## src/verilog/fetch_pkg.sv

```systemverilog
package fetch_pkg;

    //////////////////////////////
    // widths and sizes
    //////////////////////////////

    // word addresses and instruction words
    localparam int PC_WIDTH       = 16;
    localparam int INST_WIDTH     = 16;
    // slots per fetch group
    localparam int FETCH_WIDTH    = 4;
    localparam int GROUP_WIDTH    = FETCH_WIDTH * INST_WIDTH;
    localparam int PC_GROUP_WIDTH = FETCH_WIDTH * PC_WIDTH;

    // 256 word instruction memory, wraps modulo depth
    localparam int IMEM_ADDR_BITS = 8;
    localparam int IMEM_DEPTH     = 1 << IMEM_ADDR_BITS;

    // 64 entry counter table, indexed by low pc bits
    localparam int BP_INDEX_BITS  = 6;
    localparam int BP_ENTRIES     = 1 << BP_INDEX_BITS;
    localparam int CNT_BITS       = 2;

    // instruction fields
    localparam int OPC_BITS       = 4;
    localparam int BR_OFF_BITS    = 8;
    localparam int JMP_OFF_BITS   = 12;

    //////////////////////////////
    // types
    //////////////////////////////

    typedef logic [PC_WIDTH-1:0]    pc_t;
    typedef logic [INST_WIDTH-1:0]  inst_t;
    // slot 0 in bit 0
    typedef logic [FETCH_WIDTH-1:0] slot_mask_t;
    typedef logic [CNT_BITS-1:0]    counter_t;
    typedef logic [OPC_BITS-1:0]    opc_t;

    // start-up sequence of the pc sequencer
    typedef enum logic [1:0] {
        SEQ_RESET,
        SEQ_PRIME,
        SEQ_RUN
    } seq_state_t;

    //////////////////////////////
    // encodings
    //////////////////////////////

    // conditional branch, low 8 bits signed word offset
    localparam opc_t OPC_BRANCH = 4'hc;
    // immediate jump, low 12 bits replace low 12 bits of pc
    localparam opc_t OPC_JUMP   = 4'hd;

    // weakly not taken
    localparam counter_t CNT_INIT = 2'd1;

endpackage
```

## src/verilog/pc_sequencer.sv

```systemverilog
`timescale 1ns/1ps

module pc_sequencer
    import fetch_pkg::*;
(
    input  logic clk,
    input  logic rst_n,
    // control from decode, rob and external
    input  logic stall_fetch,
    input  logic has_mispredict,
    input  logic exter_pc_en,
    input  pc_t  pc_recovery,
    input  pc_t  exter_pc,
    // predicted redirect from group decode
    input  logic redirect,
    input  pc_t  redirect_pc,
    // registered pc and its next value
    output pc_t  pc,
    output pc_t  next_pc,
    output logic fetch_valid
);

    //////////////////////////////
    // start-up fsm
    //////////////////////////////

    seq_state_t state;
    seq_state_t state_nxt;

    // sequential successor of the group
    pc_t pc_plus_group;

    // reset, then one cycle priming memory at address 0, then run
    always_comb begin
        state_nxt = state;
        case (state)
            SEQ_RESET: state_nxt = SEQ_PRIME;
            SEQ_PRIME: state_nxt = SEQ_RUN;
            SEQ_RUN:   state_nxt = SEQ_RUN;
            default:   state_nxt = SEQ_RESET;
        endcase
    end

    always_ff @(posedge clk or negedge rst_n) begin
        if (!rst_n) begin
            state <= SEQ_RESET;
        end else begin
            state <= state_nxt;
        end
    end

    //////////////////////////////
    // next pc selection
    //////////////////////////////

    assign pc_plus_group = pc + PC_WIDTH'(FETCH_WIDTH);

    // highest priority first
    always_comb begin
        if (state != SEQ_RUN) begin
            // memory primed with address 0
            next_pc = '0;
        end else if (exter_pc_en) begin
            next_pc = exter_pc;
        end else if (has_mispredict) begin
            next_pc = pc_recovery;
        end else if (stall_fetch) begin
            // hold, same group read again
            next_pc = pc;
        end else if (redirect) begin
            next_pc = redirect_pc;
        end else begin
            next_pc = pc_plus_group;
        end
    end

    // pc and memory load next_pc on the same edge
    always_ff @(posedge clk or negedge rst_n) begin
        if (!rst_n) begin
            pc <= '0;
        end else begin
            pc <= next_pc;
        end
    end

    //////////////////////////////
    // group valid to decode
    //////////////////////////////

    // any of the three controls kills the current group
    assign fetch_valid = (state == SEQ_RUN) & ~exter_pc_en & ~has_mispredict & ~stall_fetch;

endmodule

```

## config.mk

```make
export PLATFORM = sky130hd
export DESIGN_NAME = pc_sequencer
export DESIGN_NICKNAME = d
export VERILOG_FILES = /design/src/verilog/fetch_pkg.sv /design/src/verilog/pc_sequencer.sv
export SDC_FILE = /design/constraint.sdc
export NUM_CORES = 1
export LEC_CHECK = 0
export BUFFER_PORTS_ARGS = -buffer_cell sky130_fd_sc_hd__buf_2
export CORE_MARGIN = 4
export CORE_UTILIZATION = 40
export CTS_CLUSTER_SIZE = 40
export DETAILED_ROUTE_END_ITERATION = 8
export PLACE_DENSITY = 0.76
export REMOVE_ABC_BUFFERS = 1
export SETUP_SLACK_MARGIN = 0.4
export SLEW_MARGIN = 40
export SYNTH_ARGS = -nofsm -noshare
export SYNTH_HDL_FRONTEND = slang
export SYNTH_SLANG_ARGS = --single-unit
export TNS_END_PERCENT = 50
```

## constraint.sdc

```tcl
create_clock -name clk -period 2.5 [get_ports clk]
set_input_delay 0.375 -clock clk [delete_from_list [all_inputs] [get_ports clk]]
set_output_delay 0.375 -clock clk [all_outputs]
set_load 0.05 [all_outputs]
```

Yosys cells after proc, flatten, opt, wreduce, memory -nomap -nowiden
Cells that the tools add are included.
{"block": "word_totals", "out_inout_bits": 33, "reg_bits": 18, "inputBits": 54, "elab_cells": 20}
{"block": "op_classes", "eq_ne": 3, "reduce_logical": 2, "n_mux": 6, "bitwise_logic": 6, "n_addsub": 1}
{"op": "$mux W16", "n": 5}
{"op": "$add A16 B3 Y16 const B", "n": 1}
{"op": "$pmux W2 S2", "n": 1}
{"op": "$and A1 B1 Y1", "n": 3}
{"op": "$not A1 Y1", "n": 3}
{"op": "$eq A2 B1 Y1 const B", "n": 1}
{"op": "$eq A2 B2 Y1 const B", "n": 1}
{"op": "$logic_not A2 Y1", "n": 1}
{"op": "$ne A2 B2 Y1 const B", "n": 1}
{"op": "$reduce_or A2 Y1", "n": 1}

Depth between registers and ports, before layout
{"block": "logic_depth", "word_depth": 6, "depth_mapped": 6, "depth_no_buf": 6}

Worst setup path after synthesis
OpenSTA, ideal clock, no wires.
{"block": "synth_timing", "path_type": "register to output", "from": "register pc[2]", "to": "output next_pc[12]", "slack_ns": -0.662, "required_time_ns": 2.125, "n_path_buf": 0, "stages_incl_launch_ff": 7, "arrival_ns": 2.787, "path_cell_list": "dfrtp_1 > ha_1 > and3_4 > nand3_4 > o21ai_0 > a21oi_1 > o31ai_1"}
{"block": "synth_via", "elab_chain_cells": 6}
{"item": "from (decl)", "line": "pc_sequencer.sv:18", "rtl": "output pc_t pc,"}
{"item": "from (signal assigned)", "line": "pc_sequencer.sv:82", "rtl": "pc <= next_pc;"}
{"item": "$add A16 B3 Y16", "line": "pc_sequencer.sv:56", "rtl": "assign pc_plus_group = pc + PC_WIDTH'(FETCH_WIDTH);"}
{"item": "$mux W16", "line": "pc_sequencer.sv:70", "rtl": "end else if (redirect) begin"}
{"item": "$mux W16", "line": "pc_sequencer.sv:67", "rtl": "end else if (stall_fetch) begin"}
{"item": "$mux W16", "line": "pc_sequencer.sv:65", "rtl": "end else if (has_mispredict) begin"}
{"item": "$mux W16", "line": "pc_sequencer.sv:63", "rtl": "end else if (exter_pc_en) begin"}
{"item": "$mux W16", "line": "pc_sequencer.sv:60", "rtl": "if (state != SEQ_RUN) begin"}
{"item": "to (decl)", "line": "pc_sequencer.sv:19", "rtl": "output pc_t next_pc,"}
Every way passes these cells.

Worst setup path after layout
{"block": "layout_timing", "from": "register pc[3]", "to": "output next_pc[10]"}
Same word-level chain as after synthesis.

==> metrics.yaml <==
clock_tree:
  cts_hold_buf: 0
  insertion_delay_ns: 0.29
  cts.sinks: 18
  htreeDepth: 1
  clockRootBuffer: "clkbuf_4"
  clk_pin_slew_worst_paths_ns: 0.11
  clockBufferDepth: 2
  cts_tree: "yes"
  cts_buffers: 3
setup_path:
  arrival_ns: 2.06
  worstSetupEndpointType: "output pin"
  crit_type: "reg -> out"
  reg2reg_depth: 9
  crit_slowest_cell: "dfrtp_1"
  cp.required_ns: 2.12
  worstSetupStartpointType: "register"
  crit_path_frequent_cell: "buf_6"
  worst-path-max-fanout: 3
  slowest_delay_ns: 0.41
  rrSetupSlack_ns: 0.70
  cp_cell_sequence: "ha_4 > buf_6 > nand3_4 > buf_4 > nor4_2 > o21bai_1 > o21ai_0 > a41o_1 > buf_6"
timing:
  relSlewSlack: 0.7069
  period_minus_slack_ns: 2.433
  hold_violations: 14
  slew_viol_final: 0
  rsz0062_at_grt: "yes"
  fin_crit_sh: 0.9732
  skew_ns: 0.003712
  worst_pin_slew_ns: 0.4380
  finalWorstSetupSlack_ns: 0.06689
  hold_ws_ns: -0.004002
  max_freq_mhz: 411.0
  setup_viol: 0
status:
  failed_checks: "hold timing"
  status: "finished, violations left"
logic_synthesis:
  syn_area_um2: 1388
  synth-compound-area-share: 0.3021
  synth-seq-area-share: 0.3246
  async_flop_share: 1.000
  ys_types: 49
  synth_simple_gate_area_frac: 0.2236
  yosysWarnings: 0
  synthMuxAreaShare: 0.05861
  synth_area_per_cell_um2: 8.162
  synth-xor-area-share: 0.01262
  yosys.area_share.adder: 0.02705
  synthTopCellsByArea: "dfrtp_1, o21ai_0, a21oi_1, mux2i_1, nand2_1"
  postSynthCellCount: 170
  synth_edf_count: 0
  synth_area_leader_cell: "dfrtp_1"
  synth-main-ff-cell: "dfrtp_1"
  synth_top_family_by_area: "compound AO/OA/AOI/OAI gates"
  synth.top_cell.area_share: 0.3246
  ys_ff_latch: 18
place:
  dpl.cell_count: 299
  routabilityCongestion: 0.9443
  dp_slack_ns: 0.2484
  io_buffers: 86
  detailed_place_hpwl_um: 3676
power:
  p_leak_nw: 1.013
  peakVddDrop_mv: 0.2881
  powerDensity_nw_per_um2: 486.5
grt:
  antenna_found_initial: 0
  gr-total-overflow: 0
  grt_max_degree: 19
  grt_pass1_vias: 1731
  grt_pass1_wl_um: 8066
  grt_use_total: 0.2331
routing:
  num_vias: 1783
  drtIter0Drc: 99
  antenna_left: 0
  drc: 0
  viasPerCell: 5.660
  wirelength_um: 5321
  routedWlPerCell_um: 16.89
  drtPass1Iterations: 4
hold_path:
  hp-class: "in -> async"
floorplan:
  ioPinCount: 87
  core-area_um2: 3337
  dieArea_um2: 4475
  die_height_um: 66.90
  rows: 21
  die_x_um: 66.90
  start_util: 0.4158
final_layout:
  area_delta_synth_final_pct: 58.25
  drive_gt1_frac: 0.5130
  layout_common_cells: "buf_2, buf_4, o21ai_0"
  final_cells: 315
  post-route-util: 0.6580
  final_common_cell: "buf_2"
  n_antenna_cell: 0
  fin_nets: 327
flow_run:
  maxCapViolCount: 0
[synth_stat cells, types with 2 or more instances]
| master | n |
|---|---|
| a32oi_1 | 3 |
| a31oi_1 | 2 |
| nor3_1 | 3 |
| buf_2 | 3 |
| clkinv_1 | 2 |
| o22ai_1 | 3 |
| o31ai_1 | 2 |
| a21oi_1 | 17 |
| nor2b_1 | 5 |
| o21bai_1 | 2 |
| a22oi_1 | 2 |
| nand2_1 | 13 |
| mux2i_1 | 7 |
| a22o_1 | 2 |
| o21ai_0 | 20 |
| nor2_1 | 11 |
| inv_1 | 5 |
| nand4_1 | 4 |
| nor4_1 | 4 |
| nand2b_1 | 3 |
| o21a_1 | 2 |
| nand3_1 | 5 |
| ha_1 | 3 |
| dfrtp_1 | 18 |
| clkbuf_1 | 5 |
[worst max-delay path, delay by kind of cell (launching register included)]
kind / cells / cell delay [ns]
AND/OR/NAND/NOR: 2 / 0.25
buffers and inverters: 3 / 0.42
adder cells (fa/ha/maj): 1 / 0.16
AO/OA/AOI/OAI: 3 / 0.53
flip-flops: 1 / 0.41
[where the power goes]
part	internal [mW]	switching, mW	leakage [nW]
clock	0.0887	0.0982	0.0210
combinational	0.180	0.346	0.786
sequential	0.318	0.0380	0.206
[final timing paths]
check                              startpoint                 end
max                           pc[3]$_DFF_PN0_         next_pc[10]
min                                     rst_n    pc[15]$_DFF_PN0_
max reg2reg                   pc[3]$_DFF_PN0_    pc[14]$_DFF_PN0_
min reg2reg                state[1]$_DFF_PN0_  state[0]$_DFF_PN0_
max in group asynchronous               rst_n     pc[6]$_DFF_PN0_
min in group clk                 exter_pc[13]    pc[13]$_DFF_PN0_
[routing by layer]
layer,global-route usage,wire [um]
met5,0,0
met4,0.06582,104
met3,0.05734,523
met2,0.3837,2594
met1,0.3004,2098
[registers in the layout (all words and copies together), names as in the netlist]
| name | cells |
|---|---|
| pc | 16 |
| state | 2 |
[repair_timing]
item / 4_1_cts / 5_1_grt
buffers inserted: 11 / 1
gates resized for setup: 28 / 31
endpoints found under the setup margin: 16 / 17
pin swaps: 11 / 6
[kinds of logic after synthesis]
kind of cell / count (synthesis)
AOI/OAI and AO/OA: 66
and+or+nand+nor: 56
DFF: 18
buffers and inverters: 17
muxes: 8
adders and majority gates: 3
xor gates and xnor gates: 2
[area by class of cell]
class	count	area (um2)
multi-input combinational	135	968.4
fill	301	1141
sequential	18	456.7
inverter	7	26.28
tap	46	57.56
timing repair buffer	105	650.6
clock buffer	4	36.28
[per-stage QoR]
step	TNS, ns	power, mW	area, um2
global placement	0	0.7987	1883
floorplan	-5.491	0.6489	1343
global route	-0.06359	1.127	2196
CTS	0	1.041	2100
detailed placement	0	0.8031	1883
finish	0	1.068	2196
(Power assumes the default switching activity.)
