--- config.mk ---
export PLATFORM = sky130hd
export DESIGN_NAME = branch_predictor
export DESIGN_NICKNAME = d
export VERILOG_FILES = /design/src/verilog/fetch_pkg.sv /design/src/verilog/branch_predictor.sv
export SDC_FILE = /design/constraint.sdc
export NUM_CORES = 1
export LEC_CHECK = 0
export BUFFER_PORTS_ARGS = -buffer_cell sky130_fd_sc_hd__buf_2
export CAP_MARGIN = 20
export CORE_MARGIN = 2
export CORE_UTILIZATION = 40
export CTS_BUF_LIST = sky130_fd_sc_hd__clkbuf_2
export DETAILED_ROUTE_END_ITERATION = 10
export PLACE_DENSITY_LB_ADDON = 0.2
export SKIP_CTS_REPAIR_TIMING = 1
export SYNTH_ARGS = -nofsm -noshare
export SYNTH_HDL_FRONTEND = slang
export SYNTH_SLANG_ARGS = --single-unit
export TNS_END_PERCENT = 50
--- constraint.sdc ---
create_clock -name clk -period 6 [get_ports clk]
set_clock_uncertainty 0.05 [all_clocks]
set_input_delay 0.3 -clock clk [delete_from_list [all_inputs] [get_ports clk]]
set_output_delay 0.3 -clock clk [all_outputs]
set_load 0.01 [all_outputs]
--- src/verilog/fetch_pkg.sv ---
package fetch_pkg;

    //////////////////////////////
    // widths and sizes
    //////////////////////////////

    // word addresses and instruction words
    localparam int PC_WIDTH       = 16;
    localparam int INST_WIDTH     = 16;
    // slots per fetch group
    localparam int FETCH_WIDTH    = 4;
    localparam int GROUP_WIDTH    = FETCH_WIDTH * INST_WIDTH;
    localparam int PC_GROUP_WIDTH = FETCH_WIDTH * PC_WIDTH;

    // 256 word instruction memory, wraps modulo depth
    localparam int IMEM_ADDR_BITS = 8;
    localparam int IMEM_DEPTH     = 1 << IMEM_ADDR_BITS;

    // 64 entry counter table, indexed by low pc bits
    localparam int BP_INDEX_BITS  = 6;
    localparam int BP_ENTRIES     = 1 << BP_INDEX_BITS;
    localparam int CNT_BITS       = 2;

    // instruction fields
    localparam int OPC_BITS       = 4;
    localparam int BR_OFF_BITS    = 8;
    localparam int JMP_OFF_BITS   = 12;

    //////////////////////////////
    // types
    //////////////////////////////

    typedef logic [PC_WIDTH-1:0]    pc_t;
    typedef logic [INST_WIDTH-1:0]  inst_t;
    // slot 0 in bit 0
    typedef logic [FETCH_WIDTH-1:0] slot_mask_t;
    typedef logic [CNT_BITS-1:0]    counter_t;
    typedef logic [OPC_BITS-1:0]    opc_t;

    // start-up sequence of the pc sequencer
    typedef enum logic [1:0] {
        SEQ_RESET,
        SEQ_PRIME,
        SEQ_RUN
    } seq_state_t;

    //////////////////////////////
    // encodings
    //////////////////////////////

    // conditional branch, low 8 bits signed word offset
    localparam opc_t OPC_BRANCH = 4'hc;
    // immediate jump, low 12 bits replace low 12 bits of pc
    localparam opc_t OPC_JUMP   = 4'hd;

    // weakly not taken
    localparam counter_t CNT_INIT = 2'd1;

endpackage
--- src/verilog/branch_predictor.sv ---
`timescale 1ns/1ps

module branch_predictor
    import fetch_pkg::*;
(
    input  logic       clk,
    input  logic       rst_n,
    // lookup, base pc of the group
    input  pc_t        pc,
    output slot_mask_t pred_taken,
    // training from commit
    input  logic       commit_en,
    input  pc_t        commit_pc,
    input  logic       commit_taken
);

    //////////////////////////////
    // counter table
    //////////////////////////////

    counter_t cnt_table [BP_ENTRIES];

    logic [BP_INDEX_BITS-1:0] rd_idx [FETCH_WIDTH];
    logic [BP_INDEX_BITS-1:0] wr_idx;
    pc_t                      slot_pc [FETCH_WIDTH];

    //////////////////////////////
    // four lookups
    //////////////////////////////

    genvar s;
    generate
        for (s = 0; s < FETCH_WIDTH; s++) begin : g_lookup
            // pc+0 .. pc+3
            assign slot_pc[s]    = pc + PC_WIDTH'(s);
            assign rd_idx[s]     = slot_pc[s][BP_INDEX_BITS-1:0];
            // taken when counter is 2 or 3
            assign pred_taken[s] = cnt_table[rd_idx[s]][CNT_BITS-1];
        end
    endgenerate

    //////////////////////////////
    // commit update
    //////////////////////////////

    assign wr_idx = commit_pc[BP_INDEX_BITS-1:0];

    // lookups this cycle still see the old value
    always_ff @(posedge clk or negedge rst_n) begin
        if (!rst_n) begin
            for (int i = 0; i < BP_ENTRIES; i++) begin
                cnt_table[i] <= CNT_INIT;
            end
        end else if (commit_en) begin
            if (commit_taken) begin
                // saturate at 3
                if (cnt_table[wr_idx] != '1) begin
                    cnt_table[wr_idx] <= cnt_table[wr_idx] + 2'd1;
                end
            end else begin
                // saturate at 0
                if (cnt_table[wr_idx] != '0) begin
                    cnt_table[wr_idx] <= cnt_table[wr_idx] - 2'd1;
                end
            end
        end
    end

endmodule

* Word level (Yosys, flattened, before mapping)
Cells that the tools add are included.
** Storage, ports and cells
- Register bits after elaboration :: 128
- Bits of input ports :: 36
- Output and inout bits :: 4
- Logic and storage cells :: 108
** Operators by class
- $add $sub $neg :: 5
- $lt $le $gt $ge :: 6
- Equal/unequal tests :: 2
- Mux-type cells :: 22
- Bitwise logic cells :: 5
- Reduce and logical (&&, ||, !) cells :: 4
** Operators by type and width (number)
- $mux W128 :: 3
- $bwmux W128 :: 2
- $bmux W2 S6 :: 5
- $ge A7 B7 Y1 const B :: 5
- $not A6 Y7 :: 5
- $mux W2 :: 11
- $add A6 B2 Y6 const B :: 2
- $demux W2 S6 :: 1
- $lt A7 B1 Y1 const B :: 1
- $add A6 B1 Y6 const B :: 1
- $reduce_bool A2 Y1 :: 2
- $reduce_and A3 Y1 :: 1
- $add A2 B1 Y2 const B :: 1
- $ne A2 B1 Y1 const B :: 1
- $ne A2 B2 Y1 const B :: 1
- $sub A2 B1 Y2 const B :: 1
- $logic_and A1 B1 Y1 :: 1

* Longest topological paths before layout
- Word-level depth :: 8
- Gate-level depth with buffers :: 16
- Gate-level depth less buffers :: 13

* Worst setup path after synthesis
OpenSTA, ideal clock, no wires.
- Kind :: input to output
- Start point :: input port pc[1]
- End point :: output port pred_taken[2]
- Arrival time :: 3.048 ns
- Data required time :: 5.650 ns
- Setup slack :: 2.602 ns
- Cell stages on the path :: 10
- Buffers on the path :: 4
- Cell sequence :: buf_2 -> buf_1 -> inv_1 -> ha_1 -> clkbuf_1 -> clkbuf_1 -> mux4_2 -> mux4_2 -> a211oi_1 -> a21oi_1
** On the way
- Longest elaborated chain between the ends :: 5
** RTL lines
- start, declared :: line branch_predictor.sv:9 : input pc_t pc,
- $add A6 B2 Y6 :: line branch_predictor.sv:35 : assign slot_pc[s] = pc + PC_WIDTH'(s);
- $not A6 Y7 (not written as such) :: line branch_predictor.sv:38 : assign pred_taken[s] = cnt_table[rd_idx[s]][CNT_BITS-1];
- $bmux W2 S6 :: line branch_predictor.sv:38
- $mux W2 (not written as such) (2 in a row) :: line branch_predictor.sv:38
- end, declared :: line branch_predictor.sv:10 : output slot_mask_t pred_taken,
Every way passes these cells. The select of a mux whose other input is x is not followed.

==> impl_metrics.sql <==
INSERT INTO impl_metrics (metric_group, metric, value, unit) VALUES
('placement', 'finalWeightedCongestion', '0.851', ''),
('synthesis', 'synth_area_leaders', 'sky130_fd_sc_hd__mux4_2 20%, sky130_fd_sc_hd__dfstp_2 19%, sky130_fd_sc_hd__dfrtp_1 18%', ''),
('synthesis', 'asyncSetResetFlopFracSynth', '100', '%'),
('sta', 'hold_viol', '0', ''),
('power', 'internal_power', '1.64', 'mW'),
('synthesis', 'synth_fa_ha_area_share', '0.863', '%'),
('global_route', 'grt_first_pass_wirelength', '38.5', 'mm'),
('power', 'power.static_leakage', '3.68', 'nW'),
('global_route', 'global_route.usage.total', '22.8', '%'),
('routing', 'dr.first_iter.drc_count', '596', ''),
('synthesis', 'synth-seq-cells', '128', ''),
('layout', 'nets', '702', ''),
('worst_setup_path', 'cell_by_cell_listing_of_the_critical_path', 'mux4_2 > mux2i_4 > o22a_2 > nand2_1 > or4b_1 > ha_1 > mux2i_1 > nand2_1 > nor2_2 > nand2_1 > nor2_1 > mux2_2', ''),
('sta', 'finalCriticalPeriod', '4.20', 'ns'),
('die', 'design.core.area', '21200', 'um^2'),
('sta', 'whs', '0.0204', 'ns'),
('layout', 'drive_gt1_share', '51.5', '%'),
('worst_setup_path', 'criticalPathCategory', 'flip-flop to flip-flop', ''),
('sta', 'tightestPinTransition', '0.942', 'ns'),
('run_status', 'result_of_the_run', 'finished clean', ''),
('routing', 'detailedRoute.firstPassIterationCount', '5', ''),
('synthesis', 'synth_largest_type_area_fraction', '20.2', '%'),
('synthesis', 'synthesis.area_per_instance', '13.3', 'um^2'),
('die', 'top_level_ports', '40', ''),
('layout', 'postLayoutCellArea', '9280', 'um^2'),
('synthesis', 'synth_cells', '656', ''),
('synthesis', 'synth-simple-area-share', '7.39', '%'),
('sta', 'final_critical_path_setup_slack', '1.80', 'ns'),
('worst_setup_path', 'r2r_depth', '12', ''),
('worst_setup_path', 'critical_path.top_delay_family', 'simple AND/OR/NAND/NOR gates', ''),
('routing', 'drt-vias-per-instance', '6.38', ''),
('clock_tree', 'clkLatencyLatePin', '0.75', 'ns'),
('clock_tree', 'clockBufferDepth', '2', ''),
('sta', 'rsz_0062_raised_after_global_routing', 'false', ''),
('routing', 'routedWlPerCell', '26.0', 'um'),
('power', 'seqPwrFrac', '48.8', '%'),
('synthesis', 'synth_compound_gate_area_share', '6.17', '%'),
('placement', 'detailedPlacementHpwl', '17.1', 'mm'),
('worst_setup_path', 'worst-r2r-setup-slack', '1.80', 'ns'),
('synthesis', 'post_synth_xor_area_fraction', '1.38', '%'),
('synthesis', 'synth-warning-count', '0', ''),
('sta', 'slew_viol_final', '0', ''),
('worst_setup_path', 'timing.critical_path.slowest_stage_cell', 'sky130_fd_sc_hd__mux4_2', ''),
('worst_setup_path', 'worstPathBufferInverterCount', '0', ''),
('placement', 'dp_cells', '913', ''),
('sta', 'setup_total_negative_slack', '0', 'ns'),
('worst_setup_path', 'endpoint_kind', 'flip-flop', ''),
('global_route', 'antenna_found_initial', '1', ''),
('routing', 'drt.antenna.violating_nets', '0', ''),
('synthesis', 'synth_top_family_by_area', 'multiplexers', ''),
('synthesis', 'syn_area', '8700', 'um^2'),
('clock_tree', 'clock_tree.htree_level_count', '4', ''),
('placement', 'portBuffers', '19', ''),
('clock_tree', 'cts_num_sinks', '128', ''),
('synthesis', 'yosys-mux-area-fraction', '43.5', '%'),
('global_route', 'globalRouteOverflowTotal', '0', ''),
('layout', 'area_growth_syn_to_layout', '6.69', '%'),
('sta', 'period_share', '70.0', '%'),
('routing', 'vias', '6045', ''),
('clock_tree', 'cts_root_buffer', 'sky130_fd_sc_hd__clkbuf_2', ''),
('clock_tree', 'cts-buffers-inserted', '17', ''),
('power', 'power.density', '268', 'nW/um^2'),
('die', 'area_of_the_die', '22900', 'um^2'),
('die', 'fp.dieH', '151', 'um'),
('power', 'pwr-share-comb', '27.7', '%'),
('worst_setup_path', 'critical_path.startpoint_type', 'flip-flop', ''),
('worst_setup_path', 'critPathMaxFanout', '9', ''),
('sta', 'setup-violations-final', '0', ''),
('synthesis', 'syn-num-nets', '698', ''),
('power', 'vdd_drop_max', '0.000103', 'V'),
('power', 'overall_power_of_the_completed_layout', '2.48', 'mW');
cell usage in the layout (no fill, tap or decap), drive strengths merged, types with 7 or more instances in the layout:
cell type	synthesis	layout
a21oi	12	12
a221oi	12	12
a22oi	13	13
buf	28	30
clkbuf	19	17
clkinv	0	7
dfrtp	64	64
dfstp	64	64
mux2	145	145
mux2i	33	33
mux4	80	80
nand2	18	18
nor2	79	79
nor2b	8	8
xnor2	7	7
per-layer routing:
layer	routed length, um	up-vias	global-route usage [%]	part of all wire [%]
li1	-	2561	-	-
met1	10700	3170	32.2	44
met2	11500	271	35.4	47
met3	1910	43	5.66	7.8
met4	484	0	6.21	2.0
met5	0	-	0	0
power by group through the flow:
stage / clock, mW / combinational (mW) / sequential (mW)
2_1_floorplan: 0 / 0.535 / 1.15
3_3_place_gp: 0 / 0.667 / 1.21
3_5_place_dp: 0 / 0.684 / 1.22
4_1_cts: 0.598 / 0.685 / 1.21
5_1_grt: 0.634 / 0.741 / 1.23
6_report: 0.583 / 0.689 / 1.21
layout make-up:
| type | count | area (um^2) |
|---|---|---|
| clock buffer | 17 | 85.1 |
| inverter | 3 | 11.3 |
| fill | 1944 | 11900 |
| multi-input combinational | 478 | 5170 |
| antenna | 1 | 2.50 |
| sequential | 128 | 3280 |
| clock inverter | 14 | 166 |
| tap | 275 | 344 |
| timing repair buffer | 32 | 220 |
worst reg2reg max path: stages (launching register included):
cell                      delay (ns)
sky130_fd_sc_hd__dfstp_2        0.41
sky130_fd_sc_hd__mux4_2         0.50
sky130_fd_sc_hd__mux2i_4        0.28
sky130_fd_sc_hd__o22a_2         0.32
sky130_fd_sc_hd__nand2_1        0.13
sky130_fd_sc_hd__or4b_1         0.50
sky130_fd_sc_hd__ha_1           0.22
sky130_fd_sc_hd__mux2i_1        0.16
sky130_fd_sc_hd__nand2_1        0.09
sky130_fd_sc_hd__nor2_2         0.18
sky130_fd_sc_hd__nand2_1        0.50
sky130_fd_sc_hd__nor2_1         0.41
sky130_fd_sc_hd__mux2_2         0.37
cell usage after synthesis (4+ instances only):
cell type / n
sky130_fd_sc_hd__nor2_1: 77
sky130_fd_sc_hd__dfrtp_1: 64
sky130_fd_sc_hd__xor2_1: 5
sky130_fd_sc_hd__xnor2_1: 5
sky130_fd_sc_hd__nand2_1: 18
sky130_fd_sc_hd__dfstp_2: 64
sky130_fd_sc_hd__a21oi_1: 12
sky130_fd_sc_hd__mux2i_1: 32
sky130_fd_sc_hd__a221oi_1: 7
sky130_fd_sc_hd__a22oi_1: 13
sky130_fd_sc_hd__mux4_2: 78
sky130_fd_sc_hd__buf_4: 5
sky130_fd_sc_hd__buf_6: 4
sky130_fd_sc_hd__a211oi_1: 5
sky130_fd_sc_hd__mux2_2: 127
sky130_fd_sc_hd__buf_2: 15
sky130_fd_sc_hd__mux2_1: 18
sky130_fd_sc_hd__nor2b_1: 8
sky130_fd_sc_hd__ha_1: 6
sky130_fd_sc_hd__nand3_1: 6
sky130_fd_sc_hd__buf_1: 4
sky130_fd_sc_hd__clkbuf_1: 19
sky130_fd_sc_hd__nand3b_1: 5
how the worst max path moves through the flow:
stage,start,to,depth (start not counted)
floorplan,pc[1],pred_taken[2],10
finish,flip-flop,cnt_table[39],12
global placement,commit_pc[0],cnt_table[39],14
global route,flip-flop,cnt_table[39],12
CTS,flip-flop,cnt_table[39],12
detailed placement,commit_pc[2],cnt_table[71],14
cells by family (layout without fill, tap and decap cells):
kind of cell	count (synthesis)	in the layout
xor+xnor	12	12
buf+inv	50	66
simple gates	138	138
fa+ha+maj	6	6
other cells	0	1
mux	258	258
compound gates	64	64
flops	128	128
(Power assumes the default switching activity.)
