<file path="config.mk">
export PLATFORM = sky130hd
export DESIGN_NAME = fetch_group_decode
export DESIGN_NICKNAME = d
export VERILOG_FILES = /design/src/verilog/fetch_pkg.sv /design/src/verilog/fetch_group_decode.sv
export SDC_FILE = /design/constraint.sdc
export NUM_CORES = 1
export LEC_CHECK = 0
export ABC_AREA = 0
export BUFFER_PORTS_ARGS = -buffer_cell sky130_fd_sc_hd__buf_2
export CELL_PAD_IN_SITES_DETAIL_PLACEMENT = 0
export CELL_PAD_IN_SITES_GLOBAL_PLACEMENT = 1
export CORE_UTILIZATION = 34
export DETAILED_ROUTE_END_ITERATION = 7
export PLACE_DENSITY = 0.83
export SLEW_MARGIN = 20
export SYNTH_ARGS = -nofsm -noshare
export SYNTH_HDL_FRONTEND = slang
export SYNTH_SLANG_ARGS = --single-unit
export TNS_END_PERCENT = 50
</file>
<file path="constraint.sdc">
create_clock -name vclk -period 9.8
set_input_delay 1.96 -clock vclk [all_inputs]
set_output_delay 1.96 -clock vclk [all_outputs]
set_load 0.03 [all_outputs]
</file>
<file path="src/verilog/fetch_pkg.sv">
package fetch_pkg;

    //////////////////////////////
    // widths and sizes
    //////////////////////////////

    // word addresses and instruction words
    localparam int PC_WIDTH       = 16;
    localparam int INST_WIDTH     = 16;
    // slots per fetch group
    localparam int FETCH_WIDTH    = 4;
    localparam int GROUP_WIDTH    = FETCH_WIDTH * INST_WIDTH;
    localparam int PC_GROUP_WIDTH = FETCH_WIDTH * PC_WIDTH;

    // 256 word instruction memory, wraps modulo depth
    localparam int IMEM_ADDR_BITS = 8;
    localparam int IMEM_DEPTH     = 1 << IMEM_ADDR_BITS;

    // 64 entry counter table, indexed by low pc bits
    localparam int BP_INDEX_BITS  = 6;
    localparam int BP_ENTRIES     = 1 << BP_INDEX_BITS;
    localparam int CNT_BITS       = 2;

    // instruction fields
    localparam int OPC_BITS       = 4;
    localparam int BR_OFF_BITS    = 8;
    localparam int JMP_OFF_BITS   = 12;

    //////////////////////////////
    // types
    //////////////////////////////

    typedef logic [PC_WIDTH-1:0]    pc_t;
    typedef logic [INST_WIDTH-1:0]  inst_t;
    // slot 0 in bit 0
    typedef logic [FETCH_WIDTH-1:0] slot_mask_t;
    typedef logic [CNT_BITS-1:0]    counter_t;
    typedef logic [OPC_BITS-1:0]    opc_t;

    // start-up sequence of the pc sequencer
    typedef enum logic [1:0] {
        SEQ_RESET,
        SEQ_PRIME,
        SEQ_RUN
    } seq_state_t;

    //////////////////////////////
    // encodings
    //////////////////////////////

    // conditional branch, low 8 bits signed word offset
    localparam opc_t OPC_BRANCH = 4'hc;
    // immediate jump, low 12 bits replace low 12 bits of pc
    localparam opc_t OPC_JUMP   = 4'hd;

    // weakly not taken
    localparam counter_t CNT_INIT = 2'd1;

endpackage
</file>
<file path="src/verilog/fetch_group_decode.sv">
`timescale 1ns/1ps

module fetch_group_decode
    import fetch_pkg::*;
(
    input  pc_t                       pc,
    input  logic [GROUP_WIDTH-1:0]    inst_group,
    input  slot_mask_t                pred_taken,
    // to pc sequencer
    output logic                      redirect,
    output pc_t                       redirect_pc,
    // packed for decode, slot 0 in the low bits
    output logic [PC_GROUP_WIDTH-1:0] pc_to_dec,
    output logic [GROUP_WIDTH-1:0]    inst_to_dec,
    output logic [PC_GROUP_WIDTH-1:0] recv_pc_to_dec,
    output slot_mask_t                pred_result_to_dec,
    output slot_mask_t                slot_valid
);

    //////////////////////////////
    // per slot predecode
    //////////////////////////////

    pc_t   slot_pc    [FETCH_WIDTH];
    pc_t   seq_pc     [FETCH_WIDTH];
    inst_t slot_inst  [FETCH_WIDTH];
    opc_t  slot_opc   [FETCH_WIDTH];
    pc_t   br_offset  [FETCH_WIDTH];
    pc_t   br_target  [FETCH_WIDTH];
    pc_t   jmp_target [FETCH_WIDTH];
    pc_t   recv_pc    [FETCH_WIDTH];

    slot_mask_t is_br;
    slot_mask_t is_jmp;
    // jump, or branch predicted taken
    slot_mask_t redir_slot;

    genvar s;
    generate
        for (s = 0; s < FETCH_WIDTH; s++) begin : g_slot
            assign slot_pc[s]   = pc + PC_WIDTH'(s);
            assign seq_pc[s]    = slot_pc[s] + 1'b1;
            assign slot_inst[s] = inst_group[s*INST_WIDTH +: INST_WIDTH];
            assign slot_opc[s]  = slot_inst[s][INST_WIDTH-1 -: OPC_BITS];

            // opcode classes
            assign is_br[s]  = (slot_opc[s] == OPC_BRANCH);
            assign is_jmp[s] = (slot_opc[s] == OPC_JUMP);

            // sign extended word offset, relative to slot pc plus one
            assign br_offset[s] = {{(PC_WIDTH-BR_OFF_BITS){slot_inst[s][BR_OFF_BITS-1]}},
                                   slot_inst[s][BR_OFF_BITS-1:0]};
            assign br_target[s] = seq_pc[s] + br_offset[s];

            // upper pc bits kept, low 12 from the instruction
            assign jmp_target[s] = {slot_pc[s][PC_WIDTH-1:JMP_OFF_BITS],
                                    slot_inst[s][JMP_OFF_BITS-1:0]};

            assign redir_slot[s] = is_jmp[s] | (is_br[s] & pred_taken[s]);

            // alternate path for a branch, zero for anything else
            assign recv_pc[s] = !is_br[s]      ? '0 :
                                pred_taken[s]  ? seq_pc[s] :
                                                 br_target[s];
        end
    endgenerate

    //////////////////////////////
    // group cut
    //////////////////////////////

    // first redirecting slot ends the group
    always_comb begin
        redirect    = 1'b0;
        redirect_pc = '0;
        slot_valid  = '0;
        for (int i = 0; i < FETCH_WIDTH; i++) begin
            if (!redirect) begin
                // valid up to and including the cut slot
                slot_valid[i] = 1'b1;
                if (redir_slot[i]) begin
                    redirect    = 1'b1;
                    redirect_pc = is_jmp[i] ? jmp_target[i] : br_target[i];
                end
            end
        end
    end

    //////////////////////////////
    // pack for decode
    //////////////////////////////

    generate
        for (s = 0; s < FETCH_WIDTH; s++) begin : g_pack
            assign pc_to_dec[s*PC_WIDTH +: PC_WIDTH]       = slot_pc[s];
            assign inst_to_dec[s*INST_WIDTH +: INST_WIDTH] = slot_inst[s];
            assign recv_pc_to_dec[s*PC_WIDTH +: PC_WIDTH]  = recv_pc[s];
        end
    endgenerate

    // prediction only meaningful on branch slots
    assign pred_result_to_dec = pred_taken & is_br;

endmodule

</file>
# [Word-level counts from Yosys, hierarchy flattened]
# Cells that the tools add are included.
[classes] eq_ne=8 addsub=10 muxes=29 n_bitwise=9
[op_table] cell="$mux W16" count=19
[op_table] cell="$add A16 B1 Y16 const B" count=4
[op_table] cell="$add A16 B16 Y16" count=4
[op_table] cell="$add A16 B2 Y16 const B" count=2
[op_table] cell="$eq A4 B4 Y1 const B" count=8
[op_table] cell="$mux W1" count=10
[op_table] cell="$and A1 B1 Y1" count=4
[op_table] cell="$and A4 B4 Y4" count=1
[op_table] cell="$or A1 B1 Y1" count=4
[word_totals] regBits=0 word_cells=56 input_bits=84

# [Longest topological paths before layout]
# Gate-level depths: netlist of run 1.
[logic_depth] ltp_word=10 depth_mapped=20 ltp_nobuf=19

# [Worst setup path after synthesis of run 1]
# OpenSTA, ideal clock, no wires.
[synth_path] kind="input port to output port" startpoint="input pc[1]" endpoint="output redirect_pc[15]" path_stages=17 slack_ns=1.721 path_buffers=0 t_required_ns=7.840 arrival_time_ns=6.119 cell_sequence="inv_1 -> ha_1 -> a21oi_1 -> xnor2_1 -> nand4_1 -> nor4_2 -> nand3_1 -> xnor2_1 -> ha_1 -> o2111a_1 -> nand2_1 -> o311ai_0 -> a21oi_1 -> xor2_1 -> xor2_1 -> o221ai_1 -> a211oi_2"
[synth_rtl] item="from (decl)" line="fetch_group_decode.sv:6" rtl="input pc_t pc,"
[synth_rtl] item="$add A16 B2 Y16" line="fetch_group_decode.sv:41" rtl="assign slot_pc[s] = pc + PC_WIDTH'(s);"
[synth_rtl] item="net pc_to_dec[51]" line="fetch_group_decode.sv:13" rtl="output logic [PC_GROUP_WIDTH-1:0] pc_to_dec,"
[synth_rtl] item="$add A16 B1 Y16" line="fetch_group_decode.sv:42" rtl="assign seq_pc[s] = slot_pc[s] + 1'b1;"
[synth_rtl] item="$add A16 B16 Y16" line="fetch_group_decode.sv:53" rtl="assign br_target[s] = seq_pc[s] + br_offset[s];"
[synth_rtl] item="$mux W16" line="fetch_group_decode.sv:83" rtl="redirect_pc = is_jmp[i] ? jmp_target[i] : br_target[i];"
[synth_rtl] item="$mux W16" line="fetch_group_decode.sv:81" rtl="if (redir_slot[i]) begin"
[synth_rtl] item="$mux W16" line="fetch_group_decode.sv:78" rtl="if (!redirect) begin"
[synth_rtl] item="to (decl)" line="fetch_group_decode.sv:11" rtl="output pc_t redirect_pc,"
# The timed path passes the listed nets, and every way through them passes these cells.

# [Final worst setup path of run 1]
[layout_path] startpoint="input pc[3]" endpoint="output redirect_pc[14]"
[layout_via] elab_chain_len=10
[layout_rtl] item="$add A16 B1 Y16" line="fetch_group_decode.sv:41, fetch_group_decode.sv:42"
[layout_rtl] item="$add A16 B1 Y16 / $add A16 B16 Y16 (equally long branches)" line="fetch_group_decode.sv:42, fetch_group_decode.sv:53"
[layout_rtl] item="$add A16 B16 Y16 / $mux W16 (equally long branches)" line="fetch_group_decode.sv:53, fetch_group_decode.sv:83"
[layout_rtl] item="$mux W16 (on tied branches)" line="fetch_group_decode.sv:83, fetch_group_decode.sv:81"
[layout_rtl] item="$mux W16" line="fetch_group_decode.sv:81"
[layout_rtl] item="$mux W16" line="fetch_group_decode.sv:78"
[layout_rtl] item="$mux W16" line="fetch_group_decode.sv:81"
[layout_rtl] item="$mux W16" line="fetch_group_decode.sv:78"
[layout_rtl] item="$mux W16" line="fetch_group_decode.sv:81"
[layout_rtl] item="$mux W16 *" line="fetch_group_decode.sv:78"
# Mark *: on every way between the ends. The rest lies on a longest branch, timed or not.

==> flow_metrics.env, run 1 <==
export IMPL_ys_warn_count=0
export IMPL_power_density_mw_per_mm2=76.3
export IMPL_grt_pass1_wl_mm=45.2
export IMPL_synth_xor_xnor_area_share=0.181
export IMPL_slew_limit_headroom=0.462
export IMPL_peakVddDrop_uv=25.1
export IMPL_start_util=0.347
export IMPL_synth_area_mux_share=0.0371
export IMPL_area_growth_pct=14.2
export IMPL_finalCriticalPeriod_ns=8.61
export IMPL_dpl_instance_area_mm2=0.00832
export IMPL_place_congestion=1.01
export IMPL_synth_area_per_cell_um2=6.68
export IMPL_layout_drive_gt1_share=0.269
export IMPL_critPathLaunchType="primary input"
export IMPL_status="completed"
export IMPL_critPathRequiredTime_ns=7.84
export IMPL_synth_compound_area_share=0.238
export IMPL_p_leak_uw=0.00410
export IMPL_synthAdderAreaFrac=0.129
export IMPL_dpl_worst_slack_ns=1.30
export IMPL_final_cell_mix="buf_2, nor2_1, nand2_1"
export IMPL_final_setup_viol_count=0
export IMPL_seq_cell_count=0
export IMPL_synth_top_family_by_area="simple AND/OR/NAND/NOR gates"
export IMPL_slowest_delay_ns=0.45
export IMPL_hp_class="primary input to output port"
export IMPL_post_drt_wl_per_cell_um=20.0
export IMPL_routed_wl_mm=30.7
export IMPL_setup_tns_final_ns=0
export IMPL_grt_max_degree=24
export IMPL_rows=53
export IMPL_finalHoldViolations=0
export IMPL_synthCells=1090
export IMPL_drc=0
export IMPL_rsz0062_at_grt="no"
export IMPL_die_area_mm2=0.0220
export IMPL_fin_ws_ns=1.19
export IMPL_portBuffers=300
export IMPL_ctsHoldBuffers=0
export IMPL_layout_nets=1421
export IMPL_critPathKind="primary input to output port"
export IMPL_worst_pin_slew_ns=0.807
export IMPL_die_h_um=148
export IMPL_crit_slowest_cell="o21ai_0"
export IMPL_register_area_um2=0
export IMPL_cp_data_arrival_time_ns=6.65
export IMPL_clkPwrFrac=0
export IMPL_cp_cell_sequence="buf_2 -> ha_1 -> nand2_1 -> xnor2_2 -> nand4_1 -> nand2b_1 -> nor4_2 -> nand2_1 -> xnor2_1 -> ha_1 -> o21ai_0 -> nand2b_1 -> and3_1 -> a221oi_1 -> xnor2_1 -> a221oi_1 -> o21ai_0 -> buf_2"
export IMPL_synthSimpleGateAreaFrac=0.267
export IMPL_p_sw_uw=423
export IMPL_via_per_inst=5.58
export IMPL_cp_max_fo=13
export IMPL_drtPass1Iterations=5
export IMPL_power_frac_seq=0
export IMPL_antenna_left=0
export IMPL_n_clock_buffer=0
export IMPL_ioPinCount=301
export IMPL_comb_power_share=1.000
export IMPL_cts_resized=0
export IMPL_period_share=0.879
export IMPL_final_common_cell="buf_2"
export IMPL_fmax_ghz=0.116
export IMPL_cts_setup_buffers=0
export IMPL_endpoint_kind="output port"
export IMPL_fin_area_mm2=0.00832
export IMPL_core_region_area_mm2=0.0210
export IMPL_initialDrtViolationCount=617
export IMPL_track_usage=0.267
export IMPL_dr_total_vias=8579
export IMPL_holdWs_ns=4.18
export IMPL_die_w_um=148
export IMPL_p_sw_frac=0.667
export IMPL_maxSlewViolCount=0
export IMPL_diodes=0
export IMPL_first_global_vias=7744
export IMPL_synth_cell_types=81
export IMPL_grt_ovfl_total=0
export IMPL_dp_hpwl_mm=26.1
export IMPL_yosysSeqAreaShare=0
export IMPL_drv_cap=0
export IMPL_fillerInstances=2349
export IMPL_synth_nets=1247
export IMPL_grt_antenna_before_repair=1
export IMPL_netlist_area_mm2=0.00729
export IMPL_internal_power_uw=212
==> Yosys cell counts (16+ instances only) <==
| cell | n | share of area |
|---|---|---|
| o21ai_0 | 45 | 0.031 |
| a21oi_1 | 96 | 0.066 |
| mux2i_1 | 27 | 0.037 |
| clkbuf_1 | 32 | 0.016 |
| a21o_1 | 16 | 0.016 |
| nand2_1 | 107 | 0.055 |
| nand3_1 | 34 | 0.023 |
| nor2_1 | 125 | 0.064 |
| xnor2_1 | 91 | 0.11 |
| ha_1 | 69 | 0.12 |
| nor3_1 | 16 | 0.011 |
| a211oi_1 | 19 | 0.020 |
| xor2_1 | 36 | 0.043 |
| inv_1 | 55 | 0.028 |
| buf_4 | 92 | 0.095 |
==> metrics by stage <==
stage               power (µW)  std cells   util
finish                     635       1537  0.396
global route               686       1537  0.396
CTS                        628       1537  0.396
detailed placement         625       1537  0.396
global placement           626       1537  0.396
floorplan                  465       1090      -
==> cell type report <==
| type | count | area (µm²) | area share |
|---|---|---|---|
| multi-input combinational | 899 | 6210 | 0.747 |
| inverter | 56 | 210 | 0.0253 |
| timing repair buffer | 307 | 1550 | 0.187 |
| tap | 275 | 344 | 0.0413 |
==> cell families after synthesis <==
| group | Yosys count |
|---|---|
| adders and majority gates | 73 |
| other | 1 |
| AOI/OAI and AO/OA | 268 |
| muxes | 27 |
| buffers and inverters | 191 |
| and+or+nand+nor | 392 |
| xor gates and xnor gates | 138 |
==> critical path, delay by kind of cell <==
kind                       cells  cell delay [ns]
and+or+nand+nor                7             1.35
AOI/OAI and AO/OA              4             1.02
xor gates and xnor gates       3             0.93
adders and majority gates      2             0.80
buffers and inverters          2             0.57
==> path summary, 6_finish.rpt <==
| path | from | end | slack (ns) | depth (start not counted) |
|---|---|---|---|---|
| min | inst_group[30] | inst_to_dec[30] | 4.18 | 2 |
| max | pc[3] | redirect_pc[14] | 1.19 | 18 |
==> power by group through the flow <==
| stage | logic (µW) | registers, µW | clock network, µW |
|---|---|---|---|
| 4_1_cts | 628 | 0 | 0 |
| 5_1_grt | 686 | 0 | 0 |
| 2_1_floorplan | 465 | 0 | 0 |
| 3_3_place_gp | 626 | 0 | 0 |
| 6_report | 635 | 0 | 0 |
| 3_5_place_dp | 625 | 0 | 0 |
==> routing by layer <==
| metal | track usage | vias up | wire, µm |
|---|---|---|---|
| met2 | 0.429 | 410 | 13600 |
| met1 | 0.357 | 3983 | 13200 |
| met5 | 0 | - | 13 |
| li1 | - | 4122 | - |
| met4 | 0.113 | 2 | 1410 |
| met3 | 0.0334 | 62 | 2460 |
Note: power is estimated with default switching activity, not from simulation.
==> inputs of run 2 (changes only) <==
- CORE_UTILIZATION: 34 -> 38
- PLACE_DENSITY: 0.83 -> 0.91
==> run 2 against run 1 <==
Against the previous run: die area shrank 10%; worst hold slack is essentially flat; power is essentially flat; largest power group unchanged.
==> flow_metrics.env, run 2 (same netlist as run 1, synthesis figures left out) <==
export IMPL_fin_area_mm2=0.00824
export IMPL_dp_hpwl_mm=25.3
export IMPL_ctsHoldBuffers=0
export IMPL_worst_pin_slew_ns=0.917
export IMPL_first_global_vias=7556
export IMPL_antenna_left=0
export IMPL_dr_total_vias=8651
export IMPL_drtPass1Iterations=5
export IMPL_die_w_um=140
export IMPL_cp_max_fo=21
export IMPL_start_util=0.388
export IMPL_seq_cell_count=0
export IMPL_finalCriticalPeriod_ns=8.72
export IMPL_die_area_mm2=0.0197
export IMPL_fillerInstances=2030
export IMPL_track_usage=0.291
export IMPL_initialDrtViolationCount=851
export IMPL_rsz0062_at_grt="no"
export IMPL_endpoint_kind="output port"
export IMPL_maxSlewViolCount=0
export IMPL_critPathKind="primary input to output port"
export IMPL_final_setup_viol_count=0
export IMPL_area_growth_pct=13.1
export IMPL_final_common_cell="buf_2"
export IMPL_dpl_instance_area_mm2=0.00824
export IMPL_post_drt_wl_per_cell_um=20.3
export IMPL_register_area_um2=0
export IMPL_fmax_ghz=0.115
export IMPL_core_region_area_mm2=0.0188
export IMPL_slew_limit_headroom=0.386
export IMPL_peakVddDrop_uv=30.9
export IMPL_grt_pass1_wl_mm=44.6
export IMPL_die_h_um=140
export IMPL_n_clock_buffer=0
export IMPL_place_congestion=1.01
export IMPL_routed_wl_mm=30.3
export IMPL_final_cell_mix="buf_2, nor2_1, nand2_1"
export IMPL_period_share=0.890
export IMPL_cp_data_arrival_time_ns=6.76
export IMPL_grt_antenna_before_repair=1
export IMPL_critPathRequiredTime_ns=7.84
export IMPL_drv_cap=0
export IMPL_drc=0
export IMPL_setup_tns_final_ns=0
export IMPL_rows=50
export IMPL_p_leak_uw=0.00408
export IMPL_cts_setup_buffers=0
export IMPL_critPathLaunchType="primary input"
export IMPL_layout_nets=1417
export IMPL_portBuffers=300
export IMPL_layout_drive_gt1_share=0.267
export IMPL_finalHoldViolations=0
export IMPL_power_density_mw_per_mm2=77.0
export IMPL_status="completed"
export IMPL_grt_max_degree=24
export IMPL_hp_class="primary input to output port"
export IMPL_ioPinCount=301
export IMPL_cts_resized=0
export IMPL_grt_ovfl_total=0
export IMPL_via_per_inst=5.79
-- run 2: changes by cell type in the layout (fill, tap and decap cells not counted) --
cell / delta
diode_2: +1
buf_4: -4
-- run 2: layer usage --
metal  vias to the layer above  global-route usage  wire (µm)
met4                         0              0.0801        948
met2                       491               0.478      13500
met5                         -                   0          0
met1                      4008               0.398      12900
met3                        52              0.0369       2900
li1                       4100                   -          -
-- run 2: area by class of cell --
cell class                      instances  area (µm²)  share of cell area
Multi-Input combinational cell        899        6210               0.754
Timing Repair Buffer                  303        1520               0.185
Antenna cell                            1        2.50            0.000304
Inverter                               56         210              0.0255
Tap cell                              234         293              0.0355
-- run 2: worst max-delay path, stage by stage --
cell      delay [ns]
buf_2           0.39
inv_1           0.31
ha_1            0.39
nand2b_1        0.26
or3_1           0.39
a211o_1         0.32
a21oi_2         0.26
xnor2_1         0.12
ha_1            0.26
nor4b_1         0.33
a21boi_0        0.36
o311ai_0        0.18
a21oi_1         0.22
xor2_1          0.24
xor2_1          0.19
o221ai_1        0.14
a211oi_2        0.20
buf_2           0.24
-- run 2: metrics by stage --
stage	hold slack, ns	setup WS [ns]	instances	util	power [µW]
floorplan	4.05	1.72	1090	-	465
global placement	4.18	1.27	1492	0.439	622
detailed placement	4.18	1.14	1492	0.439	621
CTS	4.18	1.13	1492	0.439	624
global route	4.18	0.733	1493	0.439	679
finish	4.18	1.08	1493	0.439	635
-- run 2: worst paths after layout --
| kind | startpoint | to | cells past startpoint |
|---|---|---|---|
| setup / recovery | pc[0] | redirect_pc[15] | 18 |
| hold / removal | inst_group[13] | inst_to_dec[13] | 2 |
-- run 2: power breakdown --
| part | switching, µW | internal [µW] | total [µW] |
|---|---|---|---|
| sequential | 0 | 0 | 0 |
| clock | 0 | 0.0000136 | 0.0000136 |
| combinational | 424 | 210 | 635 |
==> inputs of run 3 (changes only) <==
- SLEW_MARGIN: 20 -> 25
- clock period: 9.8 -> 11.1 ns (I/O delays scaled with it)
==> run 3 against run 2 <==
Against the previous run: die area is the same; routed wire length hardly changed; non-clock buffer count is 1 higher; flip-flop and latch count stayed put; clock-buffer cell count unchanged; first-iteration DRC count decreased by 5.2%; worst setup slack better by 0.69 ns; largest cell class unchanged; largest power group unchanged.
==> flow_metrics.env, run 3 (same netlist as run 1, synthesis figures left out) <==
export IMPL_status="completed"
export IMPL_p_leak_uw=0.00408
export IMPL_layout_drive_gt1_share=0.268
export IMPL_antenna_left=0
export IMPL_drv_cap=0
export IMPL_slowest_delay_ns=0.41
export IMPL_critPathLaunchType="primary input"
export IMPL_power_density_mw_per_mm2=67.8
export IMPL_drc=0
export IMPL_initialDrtViolationCount=807
export IMPL_area_growth_pct=13.2
export IMPL_cp_max_fo=21
export IMPL_finalCriticalPeriod_ns=9.33
export IMPL_final_setup_viol_count=0
export IMPL_finalHoldViolations=0
export IMPL_cp_data_arrival_time_ns=7.11
export IMPL_first_global_vias=7695
export IMPL_path_delay_family="compound AO/OA/AOI/OAI gates"
export IMPL_grt_antenna_before_repair=1
export IMPL_hp_class="primary input to output port"
export IMPL_rows=50
export IMPL_dp_hpwl_mm=25.3
export IMPL_die_h_um=140
export IMPL_track_usage=0.291
export IMPL_cts_resized=0
export IMPL_endpoint_kind="output port"
export IMPL_dr_total_vias=8644
export IMPL_ctsHoldBuffers=0
export IMPL_grt_pass1_wl_mm=44.5
export IMPL_cp_cell_sequence="buf_2 -> inv_1 -> ha_1 -> nand2b_1 -> or3_1 -> a211o_1 -> a21oi_2 -> xnor2_1 -> ha_1 -> nor4b_1 -> a21boi_0 -> o311ai_0 -> a21oi_1 -> xor2_1 -> xor2_1 -> o221ai_1 -> a211oi_2 -> buf_2"
export IMPL_maxSlewViolCount=0
export IMPL_grt_ovfl_total=0
export IMPL_cts_setup_buffers=0
export IMPL_seq_cell_count=0
export IMPL_dpl_worst_slack_ns=1.89
export IMPL_fillerInstances=2045
export IMPL_setup_tns_final_ns=0
export IMPL_drtPass1Iterations=5
export IMPL_portBuffers=300
export IMPL_layout_nets=1418
export IMPL_die_area_mm2=0.0197
export IMPL_critPathRequiredTime_ns=8.88
export IMPL_slew_limit_headroom=0.367
export IMPL_fin_ws_ns=1.77
export IMPL_peakVddDrop_uv=26.5
export IMPL_worst_pin_slew_ns=0.943
export IMPL_core_region_area_mm2=0.0188
export IMPL_n_clock_buffer=0
export IMPL_grt_max_degree=24
export IMPL_cp_num_buf_inv=3
export IMPL_start_util=0.388
export IMPL_via_per_inst=5.79
export IMPL_period_share=0.841
export IMPL_final_common_cell="buf_2"
export IMPL_die_w_um=140
export IMPL_fmax_ghz=0.107
export IMPL_place_congestion=0.994
export IMPL_register_area_um2=0
export IMPL_ioPinCount=301
export IMPL_post_drt_wl_per_cell_um=20.3
export IMPL_critPathKind="primary input to output port"
export IMPL_crit_slowest_cell="nor4b_1"
export IMPL_final_cell_mix="buf_2, nor2_1, nand2_1"
export IMPL_rsz0062_at_grt="no"
export IMPL_utilization=0.440
export IMPL_routed_wl_mm=30.3
run 3: report_power, final:
part,internal (µW),switching (µW),leakage [µW]
Combinational,186,373,0.00408
Clock,0.0000121,0,0.00000000634
Sequential,0,0,0
Total,186,373,0.00408
run 3: layout make-up:
cell class         instances  area (µm²)  area share
multi-input cells        899        6210       0.753
well taps                234         293      0.0355
inverters                 56         210      0.0255
repair buffers           304        1530       0.186
diodes                     1        2.50    0.000303
run 3: worst paths after layout:
kind	start	endpoint	slack [ns]	cells after the start
min	inst_group[13]	inst_to_dec[13]	4.70	2
max	pc[0]	redirect_pc[15]	1.77	18
run 3: per-stage QoR:
step	hold slack (ns)	instances	cell area, µm²	total power, µW
floorplan	4.57	1090	7290	411
global placement	4.70	1493	8250	549
detailed placement	4.70	1493	8250	549
CTS	4.70	1493	8250	552
global route	4.70	1494	8250	599
finish	4.70	1494	8250	560
run 3: layer usage:
layer	global-route usage	wire length [µm]
met1	0.392	12900
met2	0.462	13400
met3	0.0434	2720
met4	0.120	1270
met5	0	0
